[src/hdl/core_defines.svh]
// core width macros
// address, data and register index widths
`ifndef CORE_DEFINES_SVH
`define CORE_DEFINES_SVH

`define INST_ADDR_WIDTH 32   // instruction address bits
`define XLEN            32   // integer register and ALU width
`define REG_ADDR_WIDTH  5    // register index bits, 32 registers

`endif

[src/hdl/isa_pkg.sv]
// RV32I encoding for the integer slice
// opcode, funct3 and ALU operation enums, funct7 codes, instruction fields
package isa_pkg;

    typedef enum logic [6:0] {
        OPC_OP_IMM = 7'b0010011,
        OPC_LUI    = 7'b0110111,
        OPC_OP     = 7'b0110011
    } opcode_e;

    typedef enum logic [2:0] {
        F3_ADD_SUB = 3'b000,
        F3_SLL     = 3'b001,
        F3_SLT     = 3'b010,
        F3_SLTU    = 3'b011,
        F3_XOR     = 3'b100,
        F3_SRL_SRA = 3'b101,
        F3_OR      = 3'b110,
        F3_AND     = 3'b111
    } funct3_e;

    localparam logic [6:0] F7_BASE = 7'b0000000;
    localparam logic [6:0] F7_ALT  = 7'b0100000;  // selects sub and sra

    typedef enum logic [3:0] {
        ALU_ADD, ALU_SUB, ALU_SLL, ALU_SLT, ALU_SLTU, ALU_XOR,
        ALU_SRL, ALU_SRA, ALU_OR, ALU_AND,
        ALU_PASS  // lui, immediate straight through
    } alu_op_e;

    typedef struct packed {
        logic [6:0] funct7;
        logic [4:0] rs2;
        logic [4:0] rs1;
        funct3_e    funct3;
        logic [4:0] rd;
        opcode_e    opcode;
    } inst_fields_t;

endpackage

[src/hdl/pipe_pkg.sv]
// pipeline payloads of the integer slice
// fetch packet, decode payload, execute result, per-stage control
`include "core_defines.svh"

package pipe_pkg;
    import isa_pkg::*;

    typedef struct packed {
        logic [`INST_ADDR_WIDTH-1:0] inst_addr;
        inst_fields_t                inst;
    } inst_pkt_t;

    typedef struct packed {
        logic                        valid;
        logic                        illegal;
        logic [`INST_ADDR_WIDTH-1:0] inst_addr;
        logic [`REG_ADDR_WIDTH-1:0]  rd;
        logic                        reg_we;
        logic [`REG_ADDR_WIDTH-1:0]  rs1;
        logic [`REG_ADDR_WIDTH-1:0]  rs2;
        logic [`XLEN-1:0]            rs1_val;
        logic [`XLEN-1:0]            rs2_val;
        logic [`XLEN-1:0]            imm;
        logic                        use_imm;   // second operand is imm
        alu_op_e                     alu_op;
    } dec_pkt_t;

    // also the payload on the result port
    typedef struct packed {
        logic                        valid;
        logic                        illegal;
        logic [`INST_ADDR_WIDTH-1:0] inst_addr;
        logic [`REG_ADDR_WIDTH-1:0]  rd;
        logic                        reg_we;
        logic [`XLEN-1:0]            data;
    } exu_res_t;

    typedef struct packed {
        logic stall;
        logic flush;
    } stage_ctrl_t;

endpackage

[src/hdl/core_slice_top.sv]
// integer pipeline slice top level
// receiver, decoder, register file, id/ex and ex/wb registers, ALU,
// result sender and hazard control
`timescale 1ns/1ps
`include "core_defines.svh"

module core_slice_top import pipe_pkg::*; (
    input  logic      clk,
    input  logic      reset_i,
    input  inst_pkt_t inst_i,
    input  logic      inst_req_i,
    output logic      inst_ack_o,
    output exu_res_t  result_o,
    output logic      result_req_o,
    input  logic      result_ack_i,
    input  logic      flush_i
);

    inst_pkt_t                  slot;
    logic                       slot_valid;
    logic [`REG_ADDR_WIDTH-1:0] rs1_addr;
    logic [`REG_ADDR_WIDTH-1:0] rs2_addr;
    logic [`XLEN-1:0]           rs1_data;
    logic [`XLEN-1:0]           rs2_data;
    dec_pkt_t                   dec;
    dec_pkt_t                   id_ex_q;
    exu_res_t                   alu_res;
    exu_res_t                   ex_wb_q;
    exu_res_t                   held;
    stage_ctrl_t                dec_ctrl;
    stage_ctrl_t                id_ex_ctrl;
    stage_ctrl_t                ex_wb_ctrl;
    logic                       wb_busy;
    logic                       gpr_we;
    logic [`REG_ADDR_WIDTH-1:0] gpr_waddr;
    logic [`XLEN-1:0]           gpr_wdata;

    inst_rx u_inst_rx (
        .clk(clk), .reset_i(reset_i), .inst_i(inst_i), .inst_req_i(inst_req_i),
        .inst_ack_o(inst_ack_o), .dec_ctrl_i(dec_ctrl), .slot_o(slot),
        .slot_valid_o(slot_valid)
    );

    idu_decoder u_idu_decoder (
        .slot_i(slot), .slot_valid_i(slot_valid), .rs1_data_i(rs1_data),
        .rs2_data_i(rs2_data), .rs1_addr_o(rs1_addr), .rs2_addr_o(rs2_addr), .dec_o(dec)
    );

    gpr_file u_gpr_file (
        .clk(clk), .reset_i(reset_i), .rs1_addr_i(rs1_addr), .rs2_addr_i(rs2_addr),
        .rs1_data_o(rs1_data), .rs2_data_o(rs2_data), .we_i(gpr_we),
        .waddr_i(gpr_waddr), .wdata_i(gpr_wdata)
    );

    pipe_stage_reg #(.payload_t(dec_pkt_t)) id_ex (
        .clk(clk), .reset_i(reset_i), .ctrl_i(id_ex_ctrl), .d_i(dec), .q_o(id_ex_q)
    );

    exu_alu u_exu_alu (
        .dec_i(id_ex_q), .res_o(alu_res)
    );

    pipe_stage_reg #(.payload_t(exu_res_t)) ex_wb (
        .clk(clk), .reset_i(reset_i), .ctrl_i(ex_wb_ctrl), .d_i(alu_res), .q_o(ex_wb_q)
    );

    wb_tx u_wb_tx (
        .clk(clk), .reset_i(reset_i), .res_i(ex_wb_q), .result_o(result_o),
        .result_req_o(result_req_o), .result_ack_i(result_ack_i), .busy_o(wb_busy),
        .held_o(held), .gpr_we_o(gpr_we), .gpr_waddr_o(gpr_waddr), .gpr_wdata_o(gpr_wdata)
    );

    hazard_ctrl u_hazard_ctrl (
        .rs1_addr_i(rs1_addr), .rs2_addr_i(rs2_addr), .dec_valid_i(slot_valid),
        .id_ex_i(id_ex_q), .ex_wb_i(ex_wb_q), .held_i(held), .wb_busy_i(wb_busy),
        .flush_i(flush_i), .dec_ctrl_o(dec_ctrl), .id_ex_ctrl_o(id_ex_ctrl),
        .ex_wb_ctrl_o(ex_wb_ctrl)
    );

endmodule

[src/hdl/exu_alu.sv]
// integer ALU
// decode payload in, execute result out
`timescale 1ns/1ps
`include "core_defines.svh"

module exu_alu import isa_pkg::*, pipe_pkg::*; (
    input  dec_pkt_t dec_i,
    output exu_res_t res_o
);

    logic [`XLEN-1:0]         op_a;
    logic [`XLEN-1:0]         op_b;
    logic [$clog2(`XLEN)-1:0] shamt;
    logic [`XLEN-1:0]         result;

    assign op_a  = dec_i.rs1_val;
    assign op_b  = dec_i.use_imm ? dec_i.imm : dec_i.rs2_val;
    assign shamt = op_b[$clog2(`XLEN)-1:0];

    always_comb begin
        case (dec_i.alu_op)
            ALU_ADD:  result = op_a + op_b;
            ALU_SUB:  result = op_a - op_b;
            ALU_SLL:  result = op_a << shamt;
            ALU_SLT:  result = `XLEN'($signed(op_a) < $signed(op_b));
            ALU_SLTU: result = `XLEN'(op_a < op_b);
            ALU_XOR:  result = op_a ^ op_b;
            ALU_SRL:  result = op_a >> shamt;
            ALU_SRA:  result = $signed(op_a) >>> shamt;
            ALU_OR:   result = op_a | op_b;
            ALU_AND:  result = op_a & op_b;
            ALU_PASS: result = op_b;        // lui
            default:  result = '0;
        endcase
    end

    assign res_o.valid     = dec_i.valid;
    assign res_o.illegal   = dec_i.illegal;
    assign res_o.inst_addr = dec_i.inst_addr;
    assign res_o.rd        = dec_i.rd;
    assign res_o.reg_we    = dec_i.reg_we;
    assign res_o.data      = dec_i.illegal ? '0 : result;

endmodule

[src/hdl/gpr_file.sv]
// integer register file, 32 x 32 bit
// two async read ports, one write port, x0 reads as zero
`timescale 1ns/1ps
`include "core_defines.svh"

module gpr_file (
    input  logic                       clk,
    input  logic                       reset_i,
    input  logic [`REG_ADDR_WIDTH-1:0] rs1_addr_i,
    input  logic [`REG_ADDR_WIDTH-1:0] rs2_addr_i,
    output logic [`XLEN-1:0]           rs1_data_o,
    output logic [`XLEN-1:0]           rs2_data_o,
    input  logic                       we_i,
    input  logic [`REG_ADDR_WIDTH-1:0] waddr_i,
    input  logic [`XLEN-1:0]           wdata_i
);

    localparam int NUM_REGS = 2 ** `REG_ADDR_WIDTH;

    logic [`XLEN-1:0] regs [NUM_REGS];

    always_ff @(posedge clk) begin
        if (reset_i) begin
            for (int i = 0; i < NUM_REGS; i++) begin
                regs[i] <= '0;
            end
        end else if (we_i && waddr_i != '0) begin
            regs[waddr_i] <= wdata_i;
        end
    end

    assign rs1_data_o = (rs1_addr_i == '0) ? '0 : regs[rs1_addr_i];
    assign rs2_data_o = (rs2_addr_i == '0) ? '0 : regs[rs2_addr_i];

endmodule

[src/hdl/hazard_ctrl.sv]
// hazard control
// RAW scoreboard on decode, back-pressure from the result port, flush
`timescale 1ns/1ps
`include "core_defines.svh"

module hazard_ctrl import pipe_pkg::*; (
    input  logic [`REG_ADDR_WIDTH-1:0] rs1_addr_i,
    input  logic [`REG_ADDR_WIDTH-1:0] rs2_addr_i,
    input  logic                       dec_valid_i,
    input  dec_pkt_t                   id_ex_i,
    input  exu_res_t                   ex_wb_i,
    input  exu_res_t                   held_i,
    input  logic                       wb_busy_i,
    input  logic                       flush_i,
    output stage_ctrl_t                dec_ctrl_o,
    output stage_ctrl_t                id_ex_ctrl_o,
    output stage_ctrl_t                ex_wb_ctrl_o
);

    logic ex_wb_stall;
    logic raw_hazard;

    // an in-flight writer whose rd is read by the decode slot
    function automatic logic reads_rd(logic valid, logic we, logic [`REG_ADDR_WIDTH-1:0] rd);
        return valid && we && rd != '0 && (rd == rs1_addr_i || rd == rs2_addr_i);
    endfunction

    assign ex_wb_stall = ex_wb_i.valid && wb_busy_i;
    assign raw_hazard  = dec_valid_i &&
                         (reads_rd(id_ex_i.valid, id_ex_i.reg_we, id_ex_i.rd) ||
                          reads_rd(ex_wb_i.valid, ex_wb_i.reg_we, ex_wb_i.rd) ||
                          reads_rd(held_i.valid, held_i.reg_we, held_i.rd));

    assign ex_wb_ctrl_o = '{stall: ex_wb_stall, flush: flush_i};
    // a held decode slot sends a bubble when id_ex is free to move
    assign id_ex_ctrl_o = '{stall: ex_wb_stall, flush: flush_i || (raw_hazard && !ex_wb_stall)};
    assign dec_ctrl_o   = '{stall: ex_wb_stall || raw_hazard, flush: flush_i};

endmodule

[src/hdl/idu_decoder.sv]
// RV32I subset decoder
// OP, OP-IMM and LUI into the decode payload, everything else illegal
`timescale 1ns/1ps
`include "core_defines.svh"

module idu_decoder import isa_pkg::*, pipe_pkg::*; (
    input  inst_pkt_t                  slot_i,
    input  logic                       slot_valid_i,
    input  logic [`XLEN-1:0]           rs1_data_i,
    input  logic [`XLEN-1:0]           rs2_data_i,
    output logic [`REG_ADDR_WIDTH-1:0] rs1_addr_o,
    output logic [`REG_ADDR_WIDTH-1:0] rs2_addr_o,
    output dec_pkt_t                   dec_o
);

    inst_fields_t fld;
    dec_pkt_t     dec;      // payload without operand values
    logic         alt;
    logic         base;

    function automatic alu_op_e f3_to_op(funct3_e f3, logic sub_sra);
        case (f3)
            F3_ADD_SUB: return sub_sra ? ALU_SUB : ALU_ADD;
            F3_SLL:     return ALU_SLL;
            F3_SLT:     return ALU_SLT;
            F3_SLTU:    return ALU_SLTU;
            F3_XOR:     return ALU_XOR;
            F3_SRL_SRA: return sub_sra ? ALU_SRA : ALU_SRL;
            F3_OR:      return ALU_OR;
            default:    return ALU_AND;
        endcase
    endfunction

    assign fld  = slot_i.inst;
    assign alt  = (fld.funct7 == F7_ALT);
    assign base = (fld.funct7 == F7_BASE);

    always_comb begin
        dec           = '0;
        dec.valid     = slot_valid_i;
        dec.inst_addr = slot_i.inst_addr;
        dec.illegal   = slot_valid_i;   // cleared for the supported forms
        dec.alu_op    = ALU_ADD;
        if (slot_valid_i) begin
            case (fld.opcode)
                OPC_OP: begin
                    if (base || (alt && fld.funct3 inside {F3_ADD_SUB, F3_SRL_SRA})) begin
                        dec.illegal = 1'b0;
                        dec.alu_op  = f3_to_op(fld.funct3, alt);
                        dec.rs1     = fld.rs1;
                        dec.rs2     = fld.rs2;
                    end
                end
                OPC_OP_IMM: begin
                    // funct7 only matters for the shift forms
                    if (!(fld.funct3 inside {F3_SLL, F3_SRL_SRA}) || base ||
                        (alt && fld.funct3 == F3_SRL_SRA)) begin
                        dec.illegal = 1'b0;
                        dec.alu_op  = f3_to_op(fld.funct3, alt && fld.funct3 == F3_SRL_SRA);
                        dec.rs1     = fld.rs1;
                        dec.imm     = {{20{slot_i.inst[31]}}, slot_i.inst[31:20]};
                        dec.use_imm = 1'b1;
                    end
                end
                OPC_LUI: begin
                    dec.illegal = 1'b0;
                    dec.alu_op  = ALU_PASS;
                    dec.imm     = {slot_i.inst[31:12], 12'b0};
                    dec.use_imm = 1'b1;
                end
                default: ;
            endcase
        end
        dec.reg_we = dec.valid && !dec.illegal && (fld.rd != '0);
        dec.rd     = dec.reg_we ? fld.rd : '0;
    end

    assign rs1_addr_o = dec.rs1;
    assign rs2_addr_o = dec.rs2;

    always_comb begin
        dec_o         = dec;
        dec_o.rs1_val = rs1_data_i;
        dec_o.rs2_val = rs2_data_i;
    end

endmodule

[src/hdl/inst_rx.sv]
// instruction receiver
// ack side of the four-phase port, holds the decode slot
`timescale 1ns/1ps

module inst_rx import pipe_pkg::*; (
    input  logic        clk,
    input  logic        reset_i,
    input  inst_pkt_t   inst_i,
    input  logic        inst_req_i,
    output logic        inst_ack_o,
    input  stage_ctrl_t dec_ctrl_i,
    output inst_pkt_t   slot_o,
    output logic        slot_valid_o
);

    logic capture;

    assign capture = inst_req_i && !slot_valid_o && !inst_ack_o;

    always_ff @(posedge clk) begin
        if (reset_i) begin
            slot_valid_o <= 1'b0;
            inst_ack_o   <= 1'b0;
        end else begin
            if (slot_valid_o && (dec_ctrl_i.flush || !dec_ctrl_i.stall)) begin
                slot_valid_o <= 1'b0;          // moved on or flushed
            end else if (capture) begin
                slot_valid_o <= 1'b1;
            end
            if (capture) begin
                inst_ack_o <= 1'b1;
            end else if (!inst_req_i) begin
                inst_ack_o <= 1'b0;            // source has dropped req
            end
        end
    end

    always_ff @(posedge clk) begin
        if (capture) begin
            slot_o <= inst_i;
        end
    end

    a_ack_after_req: assert property (@(posedge clk) disable iff (reset_i)
        $rose(inst_ack_o) |-> $past(inst_req_i));

endmodule

[src/hdl/pipe_stage_reg.sv]
// generic pipeline register
// holds on stall, loads an empty payload on flush
`timescale 1ns/1ps

module pipe_stage_reg import pipe_pkg::*; #(
    parameter type payload_t = logic [31:0]
) (
    input  logic        clk,
    input  logic        reset_i,
    input  stage_ctrl_t ctrl_i,
    input  payload_t    d_i,
    output payload_t    q_o
);

    always_ff @(posedge clk) begin
        if (reset_i || ctrl_i.flush) begin
            q_o <= '0;                  // flush wins over stall
        end else if (!ctrl_i.stall) begin
            q_o <= d_i;
        end
    end

    a_hold_on_stall: assert property (@(posedge clk) disable iff (reset_i)
        ctrl_i.stall && !ctrl_i.flush |=> $stable(q_o));

endmodule

[src/hdl/wb_tx.sv]
// result sender
// req side of the four-phase result port, register-file write on ack
`timescale 1ns/1ps
`include "core_defines.svh"

module wb_tx import pipe_pkg::*; (
    input  logic                       clk,
    input  logic                       reset_i,
    input  exu_res_t                   res_i,
    output exu_res_t                   result_o,
    output logic                       result_req_o,
    input  logic                       result_ack_i,
    output logic                       busy_o,
    output exu_res_t                   held_o,
    output logic                       gpr_we_o,
    output logic [`REG_ADDR_WIDTH-1:0] gpr_waddr_o,
    output logic [`XLEN-1:0]           gpr_wdata_o
);

    exu_res_t held_q;
    logic     req_q;
    logic     wait_low_q;   // written back, waiting for ack to drop

    always_ff @(posedge clk) begin
        if (reset_i) begin
            req_q      <= 1'b0;
            wait_low_q <= 1'b0;
        end else if (req_q) begin
            if (result_ack_i) begin
                req_q      <= 1'b0;
                wait_low_q <= 1'b1;
            end
        end else if (wait_low_q) begin
            if (!result_ack_i) begin
                wait_low_q <= 1'b0;
            end
        end else if (res_i.valid) begin
            req_q <= 1'b1;
        end
    end

    always_ff @(posedge clk) begin
        if (!busy_o && res_i.valid) begin
            held_q <= res_i;
        end
    end

    assign busy_o       = req_q || wait_low_q;
    assign result_o     = held_q;
    assign result_req_o = req_q;

    // only a result not yet written counts for the scoreboard
    always_comb begin
        held_o       = held_q;
        held_o.valid = held_q.valid && req_q;
    end

    assign gpr_we_o    = req_q && result_ack_i && held_q.reg_we;
    assign gpr_waddr_o = held_q.rd;
    assign gpr_wdata_o = held_q.data;

    a_result_stable: assert property (@(posedge clk) disable iff (reset_i)
        result_req_o |=> !result_req_o || $stable(result_o));

endmodule

[config.mk]
export PLATFORM = sky130hd
export DESIGN_NAME = core_slice_top
export DESIGN_NICKNAME = d
export VERILOG_FILES = /design/src/hdl/isa_pkg.sv /design/src/hdl/pipe_pkg.sv /design/src/hdl/core_slice_top.sv /design/src/hdl/exu_alu.sv /design/src/hdl/gpr_file.sv /design/src/hdl/hazard_ctrl.sv /design/src/hdl/idu_decoder.sv /design/src/hdl/inst_rx.sv /design/src/hdl/pipe_stage_reg.sv /design/src/hdl/wb_tx.sv
export VERILOG_INCLUDE_DIRS = /design/src /design/src/hdl
export SDC_FILE = /design/constraint.sdc
export NUM_CORES = 2
export LEC_CHECK = 0
export BUFFER_PORTS_ARGS = -buffer_cell sky130_fd_sc_hd__buf_2
export CAP_MARGIN = 20
export CORE_ASPECT_RATIO = 0.6
export CORE_MARGIN = 2
export CORE_UTILIZATION = 64
export DETAILED_ROUTE_END_ITERATION = 6
export PLACE_DENSITY = 0.81
export SLEW_MARGIN = 5
export SYNTH_ARGS = -nofsm -noshare
export SYNTH_HDL_FRONTEND = slang
export SYNTH_SLANG_ARGS = --single-unit
[constraint.sdc]
create_clock -name clk -period 9.05 [get_ports clk]
set_input_delay 1.81 -clock clk [delete_from_list [all_inputs] [get_ports clk]]
set_output_delay 1.81 -clock clk [all_outputs]
set_load 0.1 [all_outputs]
# [Yosys cells after proc, flatten, opt, wreduce, memory -nomap -nowiden]
# Memory sizes are Yosys's and may differ from the RTL's.
# Cells that the tools add are included.
[totals] regBits=353 ramBits=1024 in_bits=69 out_inout_bits=74 wordCells=174 memories=1
[classes] n_addsub=2 n_lt_le_gt_ge=2 n_eq_ne=28 n_shift=3 muxes=44 bitwise_logic=3 n_reduce_logical=58
[mem_list] memory="u_gpr_file.regs" depth=32 width=32 rd=2 rd_clocked_by_memory_dff=0 wr=32 line_no="gpr_file.sv:20" source="logic [`XLEN-1:0] regs [NUM_REGS];"
[op_table] op="$pmux 32 s11" count=1
[op_table] op="$mux 32" count=5
[op_table] op="$mux 37" count=2
[op_table] op="$pmux 33 s2" count=1
[op_table] op="$lt 32x32->1" count=2
[op_table] op="$pmux 4 s7" count=2
[op_table] op="$add 32x32->32" count=1
[op_table] op="$and 32x32->32" count=1
[op_table] op="$or 32x32->32" count=1
[op_table] op="$reduce_or 32->1" count=1
[op_table] op="$shl 32x5->32" count=1
[op_table] op="$shr 32x5->32" count=1
[op_table] op="$sshr 32x5->32" count=1
[op_table] op="$sub 32x32->32" count=1
[op_table] op="$xor 32x32->32" count=1
[op_table] op="$eq 5x5->1" count=6
[op_table] op="$logic_and 1x1->1" count=24
[op_table] op="$mux 1" count=23
[op_table] op="$eq 7x6->1 const B" count=3
[op_table] op="$mux 10" count=2
[op_table] op="$mux 5" count=4
[op_table] op="$reduce_bool 5->1" count=4
[op_table] op="$eq 4x3->1 const B" count=4
[op_table] op="$logic_or 1x1->1" count=14
[op_table] op="20 further kinds" count=34

# [Longest topological paths before layout]
[depth] word_depth=19 depth_mapped=19

# [Modules after synthesis]
# A second synthesis with hierarchy kept.
[unflattened] hier_cells=6286 hier_area_um2=79226.0
[modules_own_cells] mod="gpr_file" n_inst=1 cells_per_inst=3502 area_per_inst_um2=54250.8
[modules_own_cells] mod="exu_alu" n_inst=1 cells_per_inst=1516 area_per_inst_um2=9924.5
[modules_own_cells] mod="pipe_stage_reg (id_ex)" n_inst=1 cells_per_inst=488 area_per_inst_um2=5367.6
[modules_own_cells] mod="wb_tx" n_inst=1 cells_per_inst=191 area_per_inst_um2=3076.7
[modules_own_cells] mod="pipe_stage_reg (ex_wb)" n_inst=1 cells_per_inst=233 area_per_inst_um2=2645.0
[modules_own_cells] mod="inst_rx" n_inst=1 cells_per_inst=71 area_per_inst_um2=2008.2
[modules_own_cells] mod="idu_decoder" n_inst=1 cells_per_inst=223 area_per_inst_um2=1502.7
[modules_own_cells] mod="hazard_ctrl" n_inst=1 cells_per_inst=62 area_per_inst_um2=450.4

# [Worst setup path after synthesis]
# Ideal clock, no wire load.
[synth_path] path_kind="register to register" from="reg u_wb_tx.req_q, in the netlist u_wb_tx.result_req_o" to="reg u_wb_tx.held_q (netlist bit u_wb_tx.gpr_waddr_o[0]), enable pin" setup_ns=0.608 arrival_time_ns=6.242 slack_ns=2.200 stages_incl_launch_ff=3 path_buffers=1 cell_sequence="dfxtp_1 > clkbuf_1 > nor3b_1"
[synth_via] elab_chain_len=3
[synth_rtl] item="from (decl)" line_no="wb_tx.sv:21" source="logic req_q;"
[synth_rtl] item="from (signal assigned)" line_no="wb_tx.sv:26" source="req_q <= 1'b0;"
[synth_rtl] item="from (signal assigned)" line_no="wb_tx.sv:30" source="req_q <= 1'b0;"
[synth_rtl] item="from (signal assigned)" line_no="wb_tx.sv:38" source="req_q <= 1'b1;"
[synth_rtl] item="$logic_or 1x1->1" line_no="wb_tx.sv:48" source="assign busy_o = req_q || wait_low_q;"
[synth_rtl] item="$logic_not 1->1" line_no="wb_tx.sv:43" source="if (!busy_o && res_i.valid) begin"
[synth_rtl] item="$logic_and 1x1->1" line_no="wb_tx.sv:43"
[synth_rtl] item="to (signal assigned)" line_no="wb_tx.sv:44" source="held_q <= res_i;"
[synth_rtl] item="to (decl)" line_no="wb_tx.sv:20" source="exu_res_t held_q;"
# Every way passes these cells.
# A chain may end at the register's enable or synchronous reset.

# [Final worst setup path]
[layout_path] from="reg id_ex.q_o[4] in the netlist's numbering" to="reg ex_wb.q_o[30] in the netlist's numbering"
[layout_via] elab_chain_len=4 elab_cells_between_ends=11 classes_between="add/sub (2); shift (3); mux (3); bitwise (3)"
[layout_rtl] item="from (decl)" line_no="pipe_stage_reg.sv:12" source="output payload_t q_o"
[layout_rtl] item="from (signal assigned)" line_no="pipe_stage_reg.sv:19" source="q_o <= d_i;"
[layout_rtl] item="$mux 32 (*)" line_no="exu_alu.sv:17" source="assign op_b = dec_i.use_imm ? dec_i.imm : dec_i.rs2_val;"
[layout_rtl] item="$sub 32x32->32, or another cell as far along" line_no="exu_alu.sv:23" source="ALU_SUB: result = op_a - op_b;"
[layout_rtl] item="$pmux 32 s11 (*)" line_no="exu_alu.sv:21" source="case (dec_i.alu_op)"
[layout_rtl] item="$mux 32 (*)" line_no="exu_alu.sv:42" source="assign res_o.data = dec_i.illegal ? '0 : result;"
[layout_rtl] item="to (signal assigned)" line_no="pipe_stage_reg.sv:19"
[layout_rtl] item="to (decl)" line_no="pipe_stage_reg.sv:12"
# Mark *: on every way between the ends. The rest lies on a longest branch, timed or not.

==> reports/summary.md <==
## Detailed routing
* **number of DRC violations after detailed-routing iteration 0** 13800
* **number of vias in the routed layout** 65500
* **First-pass DRT Iterations** 7
* **post-detailed-routing wire length** 313 mm
* **wire length per cell** 35.9 um
* **DRC viols** 0
* **via density per instance** 7.53
* **number of routed nets with antenna violations** 0

## STA
* **Setup TNS Final** 0 ns
* **final critical-path setup slack** 2.67 ns
* **min Tclk post-route** 6.38 ns
* **Final period util** 70.5%
* **Worst Clk Skew** 0.0472 ns
* **RSZ-0062 raised after global routing** false
* **count of endpoints failing hold in the final timing report** 0
* **Tightest Pin Transition** 1.70 ns
* **f_max** 157 MHz
* **endpoints failing setup** 0
* **normalized max-slew margin** -13.2%
* **Max Transition Viols Final** 1
* **worst hold slack** 0.422 ns

## Critical path
* **Worst setup EP type** register
* **worst path buffer plus inverter count** 3
* **Cell Chain, Critical Path** buf_4 > mux2i_4 > buf_4 > inv_2 > fa_1 > a21o_1 > a31oi_1 > o31ai_1 > a21oi_1 > o21ai_0 > a21oi_1 > o21ai_0 > a221oi_1 > nor3b_1 > a211o_1
* **data required time at the worst endpoint** 9.69 ns
* **CP peak stage delay** 1.01 ns
* **critical-path cell with the highest stage delay** sky130_fd_sc_hd__o21ai_0
* **family with the most delay on the worst path** compound AO/OA/AOI/OAI gates
* **data arrival time at the worst-slack endpoint** 7.03 ns
* **element type at the critical path start** register
* **Worst Setup Path Type** reg -> reg
* **CP Max Fanout** 39

## Yosys
* **number of distinct library cell variants in the gate-level netlist after synthesis** 96
* **cell area after technology mapping** 77000 sq um
* **cell type with the largest total area after synthesis** sky130_fd_sc_hd__edfxtp_1
* **fraction of registers with async set/reset** 0%
* **Yosys Warn Count** 0
* **Seq/Total Area, Yosys** 50.9%
* **count of state elements after synthesis** 1377
* **top-area cell type share of the netlist area** 45.2%
* **number of synthesized flops with an enable pin** 1160
* **Post-Syn Instances** 7183
* **most instantiated library cell after synthesis** sky130_fd_sc_hd__edfxtp_1
* **top cells by count, synth** sky130_fd_sc_hd__edfxtp_1, sky130_fd_sc_hd__and2_1, sky130_fd_sc_hd__nand2_1
* **flip-flop cell with the highest count after synthesis** sky130_fd_sc_hd__edfxtp_1
* **Avg Synthesized Cell Area** 10.7 sq um
* **top cells by area in the synthesized netlist** sky130_fd_sc_hd__edfxtp_1, sky130_fd_sc_hd__and2_1, sky130_fd_sc_hd__dfxtp_1, sky130_fd_sc_hd__mux2i_1, sky130_fd_sc_hd__mux4_2

## Power
* **Max rail drop VDD** 0.217 mV
* **Pleak** 0.0305 uW
* **power density over cell area** 157 nW/um^2

## Placement
* **routability congestion estimate** 1.11
* **Port Buffer Count** 142
* **worst-case setup slack after placement** 3.05 ns
* **total half-perimeter wirelength after legalization and detailed placement** 209 mm
* **Inst Count DP** 8445

## Clocking
* **Clock Pin Slew Worst Setup and Hold Paths** 0.08 ns
* **buffer count from post-CTS setup fixing** 0
* **Num CTS Buffers** 120
* **insertion delay to the later sink of the worst-skew pair** 0.79 ns
* **count of hold-fix buffers inserted at cts** 0
* **clock tree from TritonCTS** yes
* **Max Root-Sink Buffers** 3
* **clock root buffer** sky130_fd_sc_hd__clkbuf_16
* **Resized Gates After CTS** 0
* **H-tree level count** 3
* **sink count of the clock tree** 1377

## Floorplanning
* **count of pins on the block boundary** 143
* **effective utilization at floorplan** 64.6%
* **Placement Rows** 98
* **chip height** 273 um
* **Std-Cell Core Area** 119000 sq um
* **die boundary width** 452 um
* **Total Die Area** 123000 sq um

## Layout
* **count of filler cells inserted in the layout** 8469
* **storage element area** 39200 sq um
* **number of nets in the layout** 7149
* **Cell Count, Final, Fillers Out** 8699
* **share of final-layout standard cells stronger than drive strength 1** 13.2%
* **Layout Utilization** 69.7%
* **area of combinational cells with multiple inputs** 35200 sq um
* **relative area change from synthesis to final layout** 7.84%

## Job
* **number of maximum-capacitance constraint violations** 0

## Status
* **violated checks** slew limit
* **outcome** finished with violations

## Global routing
* **largest net degree at the start of global routing** 150
* **total gr overflow** 0
* **number of antenna violations at the first check in global routing** 23
* **via count of the first global-routing pass** 59400
* **Global Route Usage Sum** 49.5%
* **first-pass GRT wire length** 438 mm

## Min path
* **class of the tightest hold or removal check** reg -> reg

[metrics by stage]
stage | cell area, sq um | total power, uW
final | 83000 | 13000
after global routing | 83000 | 13200
after CTS | 82700 | 12900
after detailed placement | 78900 | 7900
after global placement | 78900 | 7870
after floorplan | 77100 | 7650
[kinds of logic (layout without fill, tap and decap cells)]
group,Yosys count,count (layout),share of synthesized area (%)
multiplexers,619,619,10.8
buffers and inverters,795,666,4.09
flip-flops,1377,1377,50.9
AO/OA/AOI/OAI,1476,1476,13.4
other,1,46,0.00487
adder cells (fa/ha/maj),99,99,1.63
AND/OR/NAND/NOR,2780,2780,18.8
XOR/XNOR,36,36,0.409
[placed cells by master, fill, tap and decap left out, types with 178 or more instances in the layout]
cell and instances:
sky130_fd_sc_hd__a221oi_1 178, sky130_fd_sc_hd__edfxtp_1 1160, sky130_fd_sc_hd__and2_1 1038, sky130_fd_sc_hd__nand3_1 247, sky130_fd_sc_hd__nand2_1 808, sky130_fd_sc_hd__mux2i_1 425
sky130_fd_sc_hd__nor2_1 210, sky130_fd_sc_hd__dfxtp_1 216, sky130_fd_sc_hd__o21ai_0 180, sky130_fd_sc_hd__a21oi_1 347
[power by group]
group / total [uW] / switching (uW) / internal (uW)
Sequential: 7200 / 145 / 7050
Clock: 5210 / 2520 / 2690
Combinational: 621 / 421 / 200
[registers in the layout, indices dropped and copies added (netlist names)]
signal                  count
ex_wb.q_o                  72
id_ex.q_o                 141
u_gpr_file.regs          1024
u_inst_rx.inst_ack_o        1
u_inst_rx.slot_o           64
u_inst_rx.slot_valid_o      1
u_wb_tx.gpr_waddr_o         5
u_wb_tx.gpr_wdata_o        32
u_wb_tx.held_o             34
u_wb_tx.result_o            1
u_wb_tx.result_req_o        1
u_wb_tx.wait_low_q          1
[routing by layer]
| layer | vias to the layer above | GRT usage [%] | share of wire [%] |
|---|---|---|---|
| li1 | 26100 | - | - |
| met1 | 31500 | 72.4 | 37 |
| met3 | 993 | 26.8 | 21 |
| met2 | 6896 | 61.1 | 37 |
| met4 | 34 | 17.0 | 4.4 |
| met5 | - | 2.55 | 0.22 |
[worst reg2reg max path, delay by kind of cell, from the launching register on]
kind | cells | cell delay, ns
AO/OA/AOI/OAI | 9 | 3.32
buffers and inverters | 3 | 1.51
flip-flops | 1 | 0.62
adder cells (fa/ha/maj) | 1 | 0.42
AND/OR/NAND/NOR | 1 | 0.23
multiplexers | 1 | 0.15
[worst paths after layout]
path / to / startpoint / slack [ns] / depth (start not counted)
setup / recovery: ex_wb.q_o[30]$_SDFFE_PP0N_ / id_ex.q_o[4]$_SDFFE_PP0N_ / 2.67 / 15
hold / removal: u_wb_tx.gpr_wdata_o[21]$_DFFE_PP_ / ex_wb.q_o[21]$_SDFFE_PP0N_ / 0.42 / 0
setup reg to reg: ex_wb.q_o[30]$_SDFFE_PP0N_ / id_ex.q_o[4]$_SDFFE_PP0N_ / 2.67 / 15
hold reg to reg: u_wb_tx.gpr_wdata_o[21]$_DFFE_PP_ / ex_wb.q_o[21]$_SDFFE_PP0N_ / 0.42 / 0
[cell type report]
| cell class | instances | share of cell area [%] |
|---|---|---|
| flip-flops and latches | 1377 | 47.2 |
| multi-input cells | 5042 | 42.4 |
| clock buffers | 170 | 4.10 |
| repair buffers | 336 | 2.93 |
| well taps | 1600 | 2.41 |
| clock inverters | 56 | 0.508 |
| inverters | 104 | 0.473 |
| diodes | 14 | 0.0422 |
Note: power is estimated with default switching activity, not from simulation.
